File: src/design/muldiv_settings.svh
`ifndef MULDIV_SETTINGS_SVH
`define MULDIV_SETTINGS_SVH

// operand and result width, RV32 only
`define MULDIV_XW 32

// major opcode OP, register-register integer group
`define MULDIV_OPC_OP 7'b0110011

// funct7 marking the M extension inside OP
`define MULDIV_F7_M 7'b0000001

`endif

File: src/design/riscv_m_pkg.sv
package riscv_m_pkg;

  `include "muldiv_settings.svh"

  // operand and result word
  typedef logic [`MULDIV_XW-1:0] xw_t;

  // register file index, x0..x31
  typedef logic [4:0] reg_idx_t;

  // result select
  // low product, high product, quotient, remainder
  typedef enum logic [1:0]
  {
    M_MUL = 2'b00,
    M_MUH = 2'b01,
    M_DIV = 2'b10,
    M_REM = 2'b11
  } m_op_t;

  // decoded M control
  // s12[1] is rs1 signed, s12[0] is rs2 signed
  // legal: 00 unsigned, 10 signed x unsigned, 11 signed
  // division only ever sees 00 or 11
  typedef struct packed
  {
    m_op_t      op;
    logic [1:0] s12;
  } ctl_m_t;

endpackage

File: src/design/m_issue_if.sv
`timescale 1ns/1ps

// one decoded instruction, decode register to execute and retire
interface m_issue_if
  import riscv_m_pkg::*;
();

  // legal M instruction in flight
  logic     valid;
  // strobed word was not an M instruction
  logic     illegal;
  ctl_m_t   ctl;
  xw_t      rs1;
  xw_t      rs2;
  reg_idx_t rd_idx;

  // decode owns the whole bundle
  modport issue (output valid, output illegal, output ctl,
                 output rs1, output rs2, output rd_idx);

  // datapath only needs control and operands
  modport exec (input ctl, input rs1, input rs2);

  // completion side
  modport retire (input valid, input illegal, input rd_idx);

endinterface

File: src/design/m_result.sv
`timescale 1ns/1ps

module m_result
  import riscv_m_pkg::*;
(
  input  logic        clk,
  input  logic        reset,
  m_issue_if.retire   issue,
  input  xw_t         value,
  output logic        done,
  output logic        illegal,
  output reg_idx_t    rd_idx,
  output xw_t         rd
);

  // x0 is hardwired zero
  logic rd_is_x0;
  xw_t  rd_next;

  assign rd_is_x0 = (issue.rd_idx == '0);
  assign rd_next  = rd_is_x0 ? '0 : value;

  // completion strobes, single cycle each
  always_ff @(posedge clk)
  begin
    if (reset)
    begin
      done    <= 1'b0;
      illegal <= 1'b0;
    end
    else
    begin
      done    <= issue.valid;
      illegal <= issue.illegal;
    end
  end

  // destination and data
  // only meaningful while done is high
  always_ff @(posedge clk)
  begin
    rd_idx <= issue.rd_idx;
    rd     <= rd_next;
  end

endmodule

File: src/flat_wrapper.sv
// flat-port wrapper written by rule: the top's interface ports become plain ports
module m_result_flat import riscv_m_pkg::*;
  (clk, reset, value, done, illegal, rd_idx, rd, issue_valid, issue_illegal, issue_rd_idx);
  m_issue_if issue_i ();
  input  logic clk;
  input  logic reset;
  input  xw_t value;
  output logic done;
  output logic illegal;
  output reg_idx_t rd_idx;
  output xw_t rd;
  input wire logic [$bits(issue_i.valid)-1:0] issue_valid;
  input wire logic [$bits(issue_i.illegal)-1:0] issue_illegal;
  input wire logic [$bits(issue_i.rd_idx)-1:0] issue_rd_idx;
  assign issue_i.valid = issue_valid;
  assign issue_i.illegal = issue_illegal;
  assign issue_i.rd_idx = issue_rd_idx;
  m_result u_core (.clk(clk), .reset(reset), .issue(issue_i), .value(value), .done(done), .illegal(illegal), .rd_idx(rd_idx), .rd(rd));
endmodule
File: config.mk
export PLATFORM = sky130hd
export DESIGN_NAME = m_result_flat
export DESIGN_NICKNAME = d
export VERILOG_FILES = /design/src/design/riscv_m_pkg.sv /design/src/design/m_issue_if.sv /design/src/design/m_result.sv /design/src/flat_wrapper.sv
export VERILOG_INCLUDE_DIRS = /design/src /design/src/design
export SDC_FILE = /design/constraint.sdc
export NUM_CORES = 1
export LEC_CHECK = 0
export BUFFER_PORTS_ARGS = -buffer_cell sky130_fd_sc_hd__buf_2
export CORE_AREA = 4 4 57 59
export DETAILED_ROUTE_END_ITERATION = 10
export DIE_AREA = 0 0 61 63
export GPL_TIMING_DRIVEN = 0
export PLACE_DENSITY = 0.85
export SLEW_MARGIN = 40
export SYNTH_ARGS = -nofsm -noshare
export SYNTH_HDL_FRONTEND = slang
export SYNTH_SLANG_ARGS = --single-unit
File: constraint.sdc
create_clock -name clk -period 2.57 [get_ports clk]
set_clock_uncertainty 0.15 [all_clocks]
set_input_delay 0.257 -clock clk [delete_from_list [all_inputs] [get_ports clk]]
set_output_delay 0.257 -clock clk [all_outputs]
set_load 0.05 [all_outputs]
==> metrics.yaml <==
status: "finished clean"
yosys-top-cells-count: "dfxtp_1, a21boi_1, a21boi_2, buf_1, buf_6"
power_frac_seq: 0.546
synth_top_area_share: 0.700
drc: 0
grt_pass1_vias: 1064
maxSlewViolCount: 0
syn_area_um2: 1110
hold_path_class: "input pin to flip-flop"
chipWidth_um: 61
start_util: 0.411
first_pass_iters: 3
ant_nets: 0
vdd_ir_drop_max_uv: 457
yosysSeqAreaShare: 0.700
crit_path_end_kind: "flip-flop"
worstPathArrival_ns: 1.67
io_pins: 80
worstPathRequired_ns: 2.62
num_rows: 19
grt_max_degree: 11
yosys_warnings: 0
viasPerCell: 4.58
tightest_slew_ns: 0.455
area_delta_synth_final_pct: 68.7
netlist_top_cells_area: "dfxtp_1, a21boi_1, a21boi_2"
die_h_um: 63
drv_cap: 0
synthArstFlopShare: 0
setup_viol: 0
final_layout_size_suffix_gt1_frac: 0.467
tns_ns: 0
clkPwrFrac: 0.227
p_sw_uw: 358
cp_max_fo: 10
synth_top_area_cell: "dfxtp_1"
gp_congestion: 0.685
track_usage: 0.179
clk_pin_slew_ns: 0.10
synth_most_common_cell: "dfxtp_1"
coreArea_um2: 2710
ys_types: 9
n_antenna_cell: 0
relSlewSlack: 0.696
clk_path_buf_depth: 2
cts.sinks: 39
hpwlAfterDp_mm: 2.11
holdPathStages: 2
fmax_ghz: 0.617
antenna_found_initial: 0
finalCritPeriodShare: 0.630
min_period_ns: 1.62
holdPathEnd: "u_core.rd[3]"
pwr_density_cell_nw_per_um2: 633
fin_nets: 237
fp.dieArea_um2: 3840
hold_path.startpoint: "value[3]"
cts_root_buffer: "clkbuf_4"
worst-setup-path-type: "input pin to flip-flop"
avgSynthCellArea_um2: 13.8
drt-total-wl_mm: 3.22
drt-initial-drc-count: 10
grt_overflow: 0
synth_edf_count: 0
cts_buffers: 5
worst_setup_path_start_kind: "input pin"
power_frac_comb: 0.228
port_buffers: 79
ys.flop_type: "dfxtp_1"
syn-num-nets: 122
hold_viol: 0
switching_share: 0.301
dr_total_vias: 1036
post_cts_buffers: 0
avgRoutedWirePerCell_um: 14.3
p_int_uw: 832
finalPower_uw: 1190
netlist_instances: 81
power_leakage_uw: 0.000922
ys_ff_latch: 39
grt_pass1_wl_mm: 4.87
rsz0062_at_grt: "no"
htreeDepth: 2
cts_tree: "yes"
-- registers in the layout (all words and copies together), names as in the netlist --
name            cells
u_core.rd_idx       5
u_core.done         1
u_core.illegal      1
u_core.rd          32
-- worst max path at each step --
stage / from / endpoint / slack, ns / depth (start not counted)
3_5_place_dp: issue_rd_idx[3] / u_core.rd[10] / 1.15 / 4
3_3_place_gp: issue_rd_idx[3] / u_core.rd[20] / 1.18 / 4
2_1_floorplan: issue_rd_idx[3] / u_core.rd[10] / 1.42 / 3
6_report: issue_rd_idx[3] / u_core.rd[10] / 0.95 / 5
5_1_grt: issue_rd_idx[3] / u_core.rd[6] / 0.86 / 5
4_1_cts: issue_rd_idx[3] / u_core.rd[10] / 0.96 / 5
-- repair_timing --
item / CTS / global route
hold buffers: 24 / 5
hold endpoints to repair: 23 / 5
gates resized for setup: 0 / 0
-- power groups by stage --
| stage | logic, uW | registers (uW) | clock network (uW) |
|---|---|---|---|
| 6_report | 271 | 649 | 269 |
| 2_1_floorplan | 34.1 | 790 | 0 |
| 3_3_place_gp | 231 | 660 | 0 |
| 5_1_grt | 286 | 653 | 304 |
| 4_1_cts | 264 | 649 | 281 |
| 3_5_place_dp | 236 | 663 | 0 |
-- placed cells by master (no fill, tap or decap), drive strengths merged --
cell type / synthesis / final
buf: 6 / 85
nor2b: 2 / 2
dfxtp: 39 / 39
clkbuf: 0 / 6
dlygate4sd3: 0 / 29
nor4: 1 / 1
inv: 1 / 1
a21boi: 32 / 32
-- worst max-delay path: stages --
cell	delay [ns]
dlygate4sd3_1	0.53
buf_2	0.14
nor4_4	0.44
buf_6	0.21
a21boi_1	0.09
-- layout make-up --
class / instances / area [um^2]
clock buffers: 6 / 41.3
plain buffers: 6 / 45.0
inverters: 1 / 3.75
flip-flops and latches: 39 / 781
multi-input cells: 35 / 285
fillers: 211 / 830
repair buffers: 108 / 686
well taps: 31 / 38.8
-- layer usage --
layer | share of wire | track usage | up-vias | routed length [um]
met5 | 0 | 0 | - | 0
met4 | 0.020 | 0.0894 | 0 | 66
met1 | 0.33 | 0.167 | 481 | 1050
li1 | - | - | 499 | -
met3 | 0.091 | 0.0806 | 8 | 293
met2 | 0.56 | 0.314 | 48 | 1810
-- stage by stage --
| stage | cell area [um^2] | cells | hold WS [ns] | setup slack, ns | util |
|---|---|---|---|---|---|
| 2_1_floorplan | 1110 | 81 | 0.135 | 1.42 | - |
| 3_3_place_gp | 1550 | 191 | 0.227 | 1.18 | 0.572 |
| 3_5_place_dp | 1550 | 191 | 0.225 | 1.15 | 0.572 |
| 4_1_cts | 1830 | 221 | 0.00117 | 0.957 | 0.675 |
| 5_1_grt | 1880 | 226 | 0.00495 | 0.861 | 0.694 |
| 6_report | 1880 | 226 | 0.0288 | 0.950 | 0.694 |
-- logic make-up after synthesis --
kind of cell | Yosys count | synth area share
buf+inv | 7 | 0.0438
compound gates | 32 | 0.226
simple gates | 3 | 0.0303
flops | 39 | 0.700
Note: power is estimated with default switching activity, not from simulation.
