$ cat src/design/muldiv_settings.svh
`ifndef MULDIV_SETTINGS_SVH
`define MULDIV_SETTINGS_SVH

// operand and result width, RV32 only
`define MULDIV_XW 32

// major opcode OP, register-register integer group
`define MULDIV_OPC_OP 7'b0110011

// funct7 marking the M extension inside OP
`define MULDIV_F7_M 7'b0000001

`endif

$ cat src/design/riscv_m_pkg.sv
package riscv_m_pkg;

  `include "muldiv_settings.svh"

  // operand and result word
  typedef logic [`MULDIV_XW-1:0] xw_t;

  // register file index, x0..x31
  typedef logic [4:0] reg_idx_t;

  // result select
  // low product, high product, quotient, remainder
  typedef enum logic [1:0]
  {
    M_MUL = 2'b00,
    M_MUH = 2'b01,
    M_DIV = 2'b10,
    M_REM = 2'b11
  } m_op_t;

  // decoded M control
  // s12[1] is rs1 signed, s12[0] is rs2 signed
  // legal: 00 unsigned, 10 signed x unsigned, 11 signed
  // division only ever sees 00 or 11
  typedef struct packed
  {
    m_op_t      op;
    logic [1:0] s12;
  } ctl_m_t;

endpackage

$ cat src/design/m_issue_if.sv
`timescale 1ns/1ps

// one decoded instruction, decode register to execute and retire
interface m_issue_if
  import riscv_m_pkg::*;
();

  // legal M instruction in flight
  logic     valid;
  // strobed word was not an M instruction
  logic     illegal;
  ctl_m_t   ctl;
  xw_t      rs1;
  xw_t      rs2;
  reg_idx_t rd_idx;

  // decode owns the whole bundle
  modport issue (output valid, output illegal, output ctl,
                 output rs1, output rs2, output rd_idx);

  // datapath only needs control and operands
  modport exec (input ctl, input rs1, input rs2);

  // completion side
  modport retire (input valid, input illegal, input rd_idx);

endinterface

$ cat src/design/m_decode.sv
`timescale 1ns/1ps

`include "muldiv_settings.svh"

module m_decode
  import riscv_m_pkg::*;
(
  input  logic        clk,
  input  logic        reset,
  input  logic        start,
  input  logic [31:0] instr,
  input  xw_t         rs1,
  input  xw_t         rs2,
  m_issue_if.issue    issue
);

  // instruction fields, R-type layout
  logic [6:0] opcode;
  logic [2:0] funct3;
  logic [6:0] funct7;
  reg_idx_t   rd_field;

  // word passes the M check
  logic       is_m;
  ctl_m_t     ctl_next;

  assign opcode   = instr[6:0];
  assign rd_field = instr[11:7];
  assign funct3   = instr[14:12];
  assign funct7   = instr[31:25];

  // OP major opcode with the MULDIV funct7
  assign is_m = (opcode == `MULDIV_OPC_OP) && (funct7 == `MULDIV_F7_M);

  // funct3 to result select and operand signedness
  always_comb
  begin
    case (funct3)
      // MUL, low half same for any signedness
      3'b000: ctl_next = '{op: M_MUL, s12: 2'b11};
      // MULH
      3'b001: ctl_next = '{op: M_MUH, s12: 2'b11};
      // MULHSU, rs1 signed, rs2 unsigned
      3'b010: ctl_next = '{op: M_MUH, s12: 2'b10};
      // MULHU
      3'b011: ctl_next = '{op: M_MUH, s12: 2'b00};
      // DIV
      3'b100: ctl_next = '{op: M_DIV, s12: 2'b11};
      // DIVU
      3'b101: ctl_next = '{op: M_DIV, s12: 2'b00};
      // REM
      3'b110: ctl_next = '{op: M_REM, s12: 2'b11};
      // REMU
      default: ctl_next = '{op: M_REM, s12: 2'b00};
    endcase
  end

  // strobe flags, one of the two per accepted word
  always_ff @(posedge clk)
  begin
    if (reset)
    begin
      issue.valid   <= 1'b0;
      issue.illegal <= 1'b0;
    end
    else
    begin
      issue.valid   <= start & is_m;
      issue.illegal <= start & ~is_m;
    end
  end

  // payload, loaded every cycle, qualified by the flags
  always_ff @(posedge clk)
  begin
    issue.ctl    <= ctl_next;
    issue.rs1    <= rs1;
    issue.rs2    <= rs2;
    issue.rd_idx <= rd_field;
  end

endmodule

$ cat src/flat_wrapper.sv
// flat-port wrapper written by rule: the top's interface ports become plain ports
module m_decode_flat import riscv_m_pkg::*;
  (clk, reset, start, instr, rs1, rs2, issue_valid, issue_illegal, issue_ctl, issue_rs1, issue_rs2, issue_rd_idx);
  m_issue_if issue_i ();
  input  logic clk;
  input  logic reset;
  input  logic start;
  input  logic [31:0] instr;
  input  xw_t rs1;
  input  xw_t rs2;
  output wire logic [$bits(issue_i.valid)-1:0] issue_valid;
  output wire logic [$bits(issue_i.illegal)-1:0] issue_illegal;
  output wire logic [$bits(issue_i.ctl)-1:0] issue_ctl;
  output wire logic [$bits(issue_i.rs1)-1:0] issue_rs1;
  output wire logic [$bits(issue_i.rs2)-1:0] issue_rs2;
  output wire logic [$bits(issue_i.rd_idx)-1:0] issue_rd_idx;
  assign issue_valid = issue_i.valid;
  assign issue_illegal = issue_i.illegal;
  assign issue_ctl = issue_i.ctl;
  assign issue_rs1 = issue_i.rs1;
  assign issue_rs2 = issue_i.rs2;
  assign issue_rd_idx = issue_i.rd_idx;
  m_decode u_core (.clk(clk), .reset(reset), .start(start), .instr(instr), .rs1(rs1), .rs2(rs2), .issue(issue_i));
endmodule
$ cat config.mk
export PLATFORM = sky130hd
export DESIGN_NAME = m_decode_flat
export DESIGN_NICKNAME = d
export VERILOG_FILES = /design/src/design/riscv_m_pkg.sv /design/src/design/m_issue_if.sv /design/src/design/m_decode.sv /design/src/flat_wrapper.sv
export VERILOG_INCLUDE_DIRS = /design/src /design/src/design
export SDC_FILE = /design/constraint.sdc
export NUM_CORES = 1
export LEC_CHECK = 0
export BUFFER_PORTS_ARGS = -buffer_cell sky130_fd_sc_hd__buf_2
export CORE_ASPECT_RATIO = 1.2
export CORE_MARGIN = 2
export CORE_UTILIZATION = 35
export CTS_BUF_LIST = sky130_fd_sc_hd__clkbuf_8
export DETAILED_ROUTE_END_ITERATION = 8
export GPL_ROUTABILITY_DRIVEN = 0
export PLACE_DENSITY = 0.85
export SLEW_MARGIN = 20
export SYNTH_ARGS = -nofsm -noshare
export SYNTH_HDL_FRONTEND = slang
export SYNTH_SLANG_ARGS = --single-unit
$ cat constraint.sdc
create_clock -name clk -period 1.4 [get_ports clk]
set_input_delay 0.14 -clock clk [delete_from_list [all_inputs] [get_ports clk]]
set_output_delay 0.14 -clock clk [all_outputs]
set_load 0.1 [all_outputs]
==> results.py, run 1 <==
metrics = {
    "run_status": {
        "status": "finished clean",
    },
    "floorplan": {
        "num_rows": 26,
        "die_area_mm2": 0.005124,
        "die_x_um": 65.68,
        "die_h_um": 78.02,
        "initial_core_util_pct": 36.93,
        "core_mm2": 0.004327,
        "ioPinCount": 174,
    },
    "pwr": {
        "irDropWorstVdd_v": 0.001289,
        "p_per_area_mw_per_mm2": 1552,
        "pwr-share-seq_pct": 42.9,
        "comb_power_share_pct": 23.7,
        "total_power_mw": 5.307,
        "p_switching_mw": 1.723,
        "cellLeakagePower_nw": 1.728,
        "swShare_pct": 32.46,
        "internal_power_mw": 3.585,
        "p_clk_share_pct": 33.4,
    },
    "drt": {
        "drc": 0,
        "firstDrtPassIters": 4,
        "post_drt_via_cell_ratio": 4.114,
        "detail_route.wl_per_cell_um": 14.40,
        "wirelength_mm": 5.674,
        "ant_nets": 0,
        "drt_iter0_drc": 50,
        "vias": 1621,
    },
    "setup_path": {
        "critPathKind": "reg -> out",
        "cp_top_family": "buffers and inverters",
        "max_stage_delay_ns": 0.44,
        "crit_fanout": 1,
        "end_kind": "primary output",
        "cp_slowest_cell": "buf_2",
        "worstPathArrival_ns": 1.12,
        "crit_required_ns": 1.26,
        "critPathBufInv": 1,
        "crit_chain": "buf_2",
        "start_kind": "flop",
    },
    "synthesis": {
        "synth_nets": 187,
        "syn_inst": 88,
        "ys_warn_count": 0,
        "yosysSeqAreaShare_pct": 93.97,
        "synth-seq-cells": 75,
        "syn_area_mm2": 0.001598,
        "yosysUniqueCellTypes": 14,
        "syn_avg_cell_area_um2": 18.16,
    },
    "timing": {
        "setup_violations": 0,
        "worstMarginPinSlew_ns": 0.5051,
        "max_freq_mhz": 792.7,
        "timing.setup.tns_ns": 0,
        "holdWs_ns": 0.09140,
        "period_share_pct": 90.10,
        "final-hold-violation-count": 0,
        "relSlewSlack_pct": 66.56,
        "finalCriticalPeriod_ns": 1.261,
        "slew_violations": 0,
        "rsz0062_at_grt": "false",
    },
    "finish": {
        "design_area_mm2": 0.003420,
        "area_delta_synth_final_pct": 114.0,
        "multiInputGateArea_um2": 88.84,
        "drive_above_1_share_pct": 52.96,
        "register_area_mm2": 0.001501,
        "fillers": 273,
        "nets": 432,
        "final_cells": 394,
        "num_antenna_cells": 0,
    },
    "global_routing": {
        "grt_pass1_vias": 1855,
        "busiest_layer": "met2",
        "grt_overflow_total": 0,
        "grtUsageMet1_pct": 17.93,
        "met2_usage_pct": 48.08,
        "grt_pass1_wl_mm": 8.562,
        "antenna_found_initial": 0,
        "grt_use_total_pct": 23.50,
        "grt_start_max_net_pins": 13,
        "met3_usage_pct": 7.880,
    },
    "clock_network": {
        "root_buffer": "clkbuf_8",
        "numCtsBuffers": 9,
        "clk_pin_slew_worst_paths_ns": 0.07,
        "htreeDepth": 3,
        "cts.sinks": 75,
        "post_cts_buffers": 0,
        "cts_tree": "done",
        "clockBufferDepth": 2,
    },
    "placement": {
        "place_area_mm2": 0.002480,
        "hpwlAfterDp_mm": 3.198,
        "place_inst": 306,
        "port-buffer-count": 163,
    },
    "min_path": {
        "hold_path.class": "in -> reg",
    },
    "run": {
        "drv_cap": 0,
    },
}
state kept, by name, indices dropped and copies added (netlist names):
signal	cells
u_core.issue.ctl	4
u_core.issue.illegal	1
u_core.issue.rd_idx	5
u_core.issue.rs1	32
u_core.issue.rs2	32
u_core.issue.valid	1
cell families (layout without fill, tap and decap cells):
family	count (synthesis)	after routing	share of synthesized area [%]
mux	1	1	0.6265
simple gates	7	7	3.524
buf+inv	2	252	0.4694
compound gates	3	3	1.409
flops	75	75	93.97
Yosys cell counts:
cell type  number  area, um^2
nor4bb_1        1       10.01
nand3_1         1       5.000
o21ba_1         1       10.01
clkbuf_1        1       3.750
nor4b_2         1       15.01
nand2_1         1       3.750
o21ai_0         1       5.000
mux2i_1         1       10.01
nor4_1          1       6.260
nand2b_1        1       6.260
inv_1           1       3.750
nor3_2          1       10.01
dfxtp_1        75        1501
a21o_1          1       7.510
layout by cell type (no fill, tap or decap), types with 2 or more instances in the layout:
| master | netlist | final |
|---|---|---|
| buf_2 | 0 | 163 |
| dfxtp_1 | 75 | 75 |
| dlygate4sd3_1 | 0 | 72 |
| clkbuf_8 | 0 | 10 |
| inv_1 | 1 | 3 |
| bufinv_16 | 0 | 2 |
power by group through the flow:
stage / Clock, mW / Sequential [mW] / Combinational, mW
finish: 1.77 / 2.28 / 1.26
global route: 1.89 / 2.29 / 1.29
CTS: 1.80 / 2.27 / 1.25
detailed placement: 0 / 2.32 / 1.09
global placement: 0 / 2.32 / 1.08
floorplan: 0 / 3.16 / 0.0116
metrics by stage:
step	setup slack, ns	utilization [%]
final	0.1385	79.03
after global routing	0.09383	79.03
after CTS	0.1347	79.03
after detailed placement	0.4408	57.32
after global placement	0.4566	57.32
after floorplan	0.3510	-
metal layers:
layer,up-vias,wire (um)
met3,15,467
met5,-,0
met1,738,1597
met4,0,175
li1,769,-
met2,99,3434
timing repair:
item / in CTS / in global routing
endpoints found under the hold margin: 72 / 0
endpoints found under the setup margin: 0 / 0
gates resized for setup: 0 / 0
hold buffers: 72 / 0
worst paths after layout:
kind,to,depth (start not counted),slack (ns),startpoint
hold / removal,u_core.issue.valid,3,0.09,reset
setup / recovery,issue_rs2[26],1,0.14,u_core.issue.rs2[26]
final cells by class:
class	count	area share, %
Timing Repair Buffer	235	44.93
Sequential cell	75	43.91
Clock buffer	10	4.025
Multi-Input combinational cell	11	2.598
Clock inverter	6	2.378
Tap cell	56	2.049
Inverter	1	0.1098
Power figures use the tool's default switching activity.
==> inputs of run 2 (changes only) <==
Settings changed: BUFFER_PORTS_ARGS -buffer_cell sky130_fd_sc_hd__buf_2 to default, CORE_ASPECT_RATIO 1.2 to 2, DONT_BUFFER_PORTS from default to 1, PLACE_DENSITY 0.85 to 0.58.
==> run 2 against run 1 <==
  * Utilization decreased by 5.8 points
  * Wire length decreased by 15%
  * Critical path depth increased by 2
  * Non-clock buffer count decreased by 83
  * Global-route usage decreased by 3.9 points
  * Sequential share of layout area increased by 2.9 points
  * Maximum frequency decreased by 0.76%
  * Combinational power decreased by 3%
  * Die area increased by 0.59%
  * Largest power group unchanged
==> results.py, run 2 (same netlist as run 1, synthesis figures left out) <==
metrics = {
    "placement": {
        "hpwlAfterDp_mm": 3.074,
        "port-buffer-count": 0,
        "place_ws_ns": 0.5271,
        "place_inst": 216,
        "place_area_mm2": 0.002225,
    },
    "global_routing": {
        "antenna_found_initial": 0,
        "grt_pass1_vias": 1439,
        "grt_use_total_pct": 19.57,
        "grt_overflow_total": 0,
        "grt_pass1_wl_mm": 6.989,
        "grt_start_max_net_pins": 14,
    },
    "drt": {
        "vias": 1262,
        "drt_iter0_drc": 8,
        "drc": 0,
        "ant_nets": 0,
        "post_drt_via_cell_ratio": 4.084,
        "wirelength_mm": 4.806,
        "detail_route.wl_per_cell_um": 15.55,
        "firstDrtPassIters": 3,
    },
    "floorplan": {
        "initial_core_util_pct": 36.46,
        "num_rows": 34,
        "core_mm2": 0.004382,
        "die_area_mm2": 0.005154,
        "die_h_um": 99.55,
        "die_x_um": 51.78,
        "ioPinCount": 174,
    },
    "pwr": {
        "p_clk_share_pct": 32.2,
        "comb_power_share_pct": 23.6,
        "cellLeakagePower_nw": 1.452,
        "p_switching_mw": 1.696,
        "swShare_pct": 32.86,
        "internal_power_mw": 3.466,
        "irDropWorstVdd_v": 0.001401,
        "total_power_mw": 5.162,
        "pwr-share-seq_pct": 44.2,
        "p_per_area_mw_per_mm2": 1610,
    },
    "clock_network": {
        "numCtsBuffers": 9,
        "root_buffer": "clkbuf_8",
        "cts.sinks": 75,
        "cts_tree": "done",
        "post_cts_buffers": 0,
        "clockBufferDepth": 2,
        "postCtsHoldBufs": 77,
        "htreeDepth": 3,
        "clk_pin_slew_worst_paths_ns": 0.07,
        "cts_resized": 0,
    },
    "setup_path": {
        "critPathBufInv": 2,
        "cp_slowest_cell": "dlygate4sd3_1",
        "crit_chain": "dlygate4sd3_1 > mux2i_1 > dlygate4sd3_1",
        "critPathKind": "in -> reg",
        "crit_start": "instr[14]",
        "endpoint": "u_core.issue.ctl[0]",
        "start_kind": "primary input",
        "crit_required_ns": 1.67,
        "cp_common_cell": "dlygate4sd3_1",
        "max_stage_delay_ns": 0.60,
        "cp.depth": 3,
        "crit_fanout": 4,
        "cp_top_family": "buffers and inverters",
        "end_kind": "flop",
        "worstPathArrival_ns": 1.54,
    },
    "timing": {
        "period_share_pct": 90.79,
        "setup_violations": 0,
        "worstMarginPinSlew_ns": 0.2884,
        "timing.setup.tns_ns": 0,
        "finalCriticalPeriod_ns": 1.271,
        "relSlewSlack_pct": 80.51,
        "rsz0062_at_grt": "false",
        "final-hold-violation-count": 0,
        "slew_violations": 0,
        "max_freq_mhz": 786.7,
        "holdWs_ns": 0.03000,
        "worst_slack_ns": 0.1289,
    },
    "finish": {
        "layout_common_cells": "77 x dlygate4sd3_1, 75 x buf_4, 75 x dfxtp_1",
        "final_util_pct": 73.19,
        "reg.largest.list": "u_core.issue.rs1: 32 flops, u_core.issue.rs2: 32 flops, u_core.issue.rd_idx: 5 flops",
        "final_cells": 309,
        "final_common_cell": "dlygate4sd3_1",
        "design_area_mm2": 0.003207,
        "num_antenna_cells": 0,
        "drive_above_1_share_pct": 36.47,
        "nets": 349,
        "fillers": 294,
        "area_delta_synth_final_pct": 100.7,
    },
    "run": {
        "drv_cap": 0,
    },
    "min_path": {
        "min_path_cells": 2,
        "hold_path.class": "in -> reg",
    },
    "run_status": {
        "status": "finished clean",
    },
}
-- run 2: worst min path at each step --
stage	startpoint	endpoint	slack [ns]
4_1_cts	instr[26]	u_core.issue.valid	0.003
3_5_place_dp	rs2[21]	u_core.issue.rs2[21]	0.17
3_3_place_gp	rs1[29]	u_core.issue.rs1[29]	0.17
5_1_grt	instr[1]	u_core.issue.valid	0.01
2_1_floorplan	instr[7]	u_core.issue.rd_idx[0]	0.17
6_report	instr[1]	u_core.issue.valid	0.03
-- run 2: power by group through the flow --
stage | clock network (mW) | logic, mW | registers, mW
6_report | 1.66 | 1.22 | 2.28
5_1_grt | 1.82 | 1.24 | 2.29
4_1_cts | 1.72 | 1.22 | 2.28
3_5_place_dp | 0 | 1.04 | 2.33
3_3_place_gp | 0 | 1.04 | 2.32
2_1_floorplan | 0 | 0.0116 | 3.16
-- run 2: layer usage --
metal / up-vias / GRT usage (%) / wire (um)
met5: - / 0 / 0
met4: 0 / 8.704 / 95
met3: 10 / 9.159 / 462
met2: 93 / 37.67 / 2814
met1: 553 / 15.38 / 1433
li1: 606 / - / -
-- run 2: area by class of cell --
type	count	area, um^2	share of cell area, %
clock buffer	11	151.4	4.721
multi-input combinational	11	88.84	2.770
timing repair buffer	152	1334	41.59
tap	54	67.56	2.107
clock inverter	5	60.06	1.873
sequential	75	1501	46.82
inverter	1	3.754	0.1171
==> inputs of run 3 (changes only) <==
Settings changed: CORE_MARGIN 2 to 8, RECOVER_POWER from default to 25.
==> run 3 against run 2 <==
  * Die area up 38%
  * Combinational power about the same
  * Cell count grew 1.9%
  * Non-clock buffer count increased by 6
  * First-iteration DRC count rose by 100%
  * Sequential share of layout area is 1.1 points lower
  * Worst hold slack improved by 0.087 ns
  * Design area grew 2.5%
  * Wire length grew 18%
  * Setup slack got worse by 0.049 ns
  * Maximum frequency fell by 3.7%
  * Global-route usage fell by 3.9 points
  * Critical endpoint is now u_core.issue.valid
  * Highest routed layer unchanged
==> results.py, run 3 (same netlist as run 1, synthesis figures left out) <==
metrics = {
    "clock_network": {
        "numCtsBuffers": 9,
        "cts_tree": "done",
        "root_buffer": "clkbuf_8",
        "htreeDepth": 3,
        "cts.sinks": 75,
        "post_cts_buffers": 0,
        "clockBufferDepth": 2,
        "clk_pin_slew_worst_paths_ns": 0.07,
    },
    "setup_path": {
        "max_stage_delay_ns": 0.60,
        "start_kind": "primary input",
        "end_kind": "flop",
        "crit_required_ns": 1.66,
        "critPathKind": "in -> reg",
        "crit_chain": "dlygate4sd3_1 > nand3_1 > dlygate4sd3_1 > nor3_2",
        "crit_fanout": 2,
        "cp_slowest_cell": "dlygate4sd3_1",
        "worstPathArrival_ns": 1.58,
        "cp_common_cell": "dlygate4sd3_1",
    },
    "drt": {
        "vias": 1299,
        "drc": 0,
        "detail_route.wl_per_cell_um": 17.99,
        "drt_iter0_drc": 16,
        "firstDrtPassIters": 4,
        "ant_nets": 0,
        "wirelength_mm": 5.668,
        "post_drt_via_cell_ratio": 4.124,
    },
    "finish": {
        "fillers": 268,
        "layout_common_cells": "83 x dlygate4sd3_1, 75 x buf_4, 75 x dfxtp_1",
        "drive_above_1_share_pct": 35.00,
        "reg.largest.list": "u_core.issue.rs1: 32 flops, u_core.issue.rs2: 32 flops, u_core.issue.rd_idx: 5 flops",
        "num_antenna_cells": 0,
        "nets": 355,
        "final_common_cell": "dlygate4sd3_1",
        "area_delta_synth_final_pct": 105.7,
        "final_util_pct": 72.87,
    },
    "pwr": {
        "irDropWorstVdd_v": 0.001445,
        "p_per_area_mw_per_mm2": 1629,
        "cellLeakagePower_nw": 1.484,
    },
    "timing": {
        "worstMarginPinSlew_ns": 0.3040,
        "period_share_pct": 94.27,
        "final-hold-violation-count": 0,
        "finalCriticalPeriod_ns": 1.320,
        "slew_violations": 0,
        "relSlewSlack_pct": 79.45,
        "setup_violations": 0,
        "timing.setup.tns_ns": 0,
        "max_freq_mhz": 757.7,
        "rsz0062_at_grt": "false",
    },
    "floorplan": {
        "core_mm2": 0.004511,
        "die_area_mm2": 0.007114,
        "ioPinCount": 174,
        "die_x_um": 63.78,
        "initial_core_util_pct": 35.42,
        "die_h_um": 111.6,
        "num_rows": 35,
    },
    "global_routing": {
        "grt_pass1_vias": 1557,
        "grt_start_max_net_pins": 13,
        "grt_pass1_wl_mm": 8.328,
        "grt_overflow_total": 0,
        "grt_use_total_pct": 15.70,
        "antenna_found_initial": 0,
    },
    "run_status": {
        "status": "finished clean",
    },
    "placement": {
        "hpwlAfterDp_mm": 3.631,
        "port-buffer-count": 0,
    },
    "run": {
        "drv_cap": 0,
    },
    "min_path": {
        "hold_path.class": "in -> reg",
    },
}
run 3: cell count changes in the layout (fill, tap and decap cells not counted), sizes merged:
cell         previous run  this run
clkinv                  2         1
clkbuf                 11         9
bufinv                  1         3
dlygate4sd3            77        83
run 3: final timing paths:
path	start	endpoint	slack (ns)	depth (start not counted)
worst min-delay path	reset	u_core.issue.illegal	0.12	2
worst max-delay path	instr[0]	u_core.issue.valid	0.08	4
run 3: power by group:
part	internal, mW	switching, mW
Sequential	2.25	0.0338
Clock	1.16	0.672
Combinational	0.302	0.935
Total	3.71	1.64
run 3: metal layers:
layer | share of wire (%) | vias to the layer above | track usage, %
met1 | 37 | 534 | 15.99
li1 | - | 613 | -
met3 | 24 | 6 | 16.78
met4 | 1.6 | 0 | 8.096
met5 | 0 | - | 0
met2 | 37 | 146 | 19.48
run 3: what timing repair did:
item	4_1_cts	5_1_grt
hold buffers	83	0
hold endpoints to repair	74	0
gates resized for setup	0	0
run 3: cell type report:
| type | count | area, um^2 | share of cell area, % |
|---|---|---|---|
| multi-input combinational | 11 | 88.84 | 2.703 |
| tap | 55 | 68.82 | 2.094 |
| timing repair buffer | 158 | 1394 | 42.41 |
| sequential | 75 | 1501 | 45.68 |
| clock inverter | 6 | 106.4 | 3.236 |
| clock buffer | 9 | 123.9 | 3.769 |
| inverter | 1 | 3.754 | 0.1142 |
run 3: worst max-delay path, delay by kind of cell:
kind,cells,cell delay [ns]
buf+inv,2,1.15
simple gates,2,0.28
run 3: metrics by stage:
| step | setup WS [ns] | instance area, um^2 | hold WS (ns) | instances | power [mW] |
|---|---|---|---|---|---|
| CTS | 0.2090 | 3287 | 0.01780 | 315 | 5.400 |
| global route | 0.05199 | 3287 | 0.1049 | 315 | 5.535 |
| detailed placement | 0.5182 | 2226 | 0.1678 | 217 | 3.376 |
| floorplan | 0.3510 | 1598 | 0.1677 | 88 | 3.177 |
| finish | 0.08019 | 3287 | 0.1166 | 315 | 5.355 |
| global placement | 0.5728 | 2226 | 0.1678 | 217 | 3.373 |
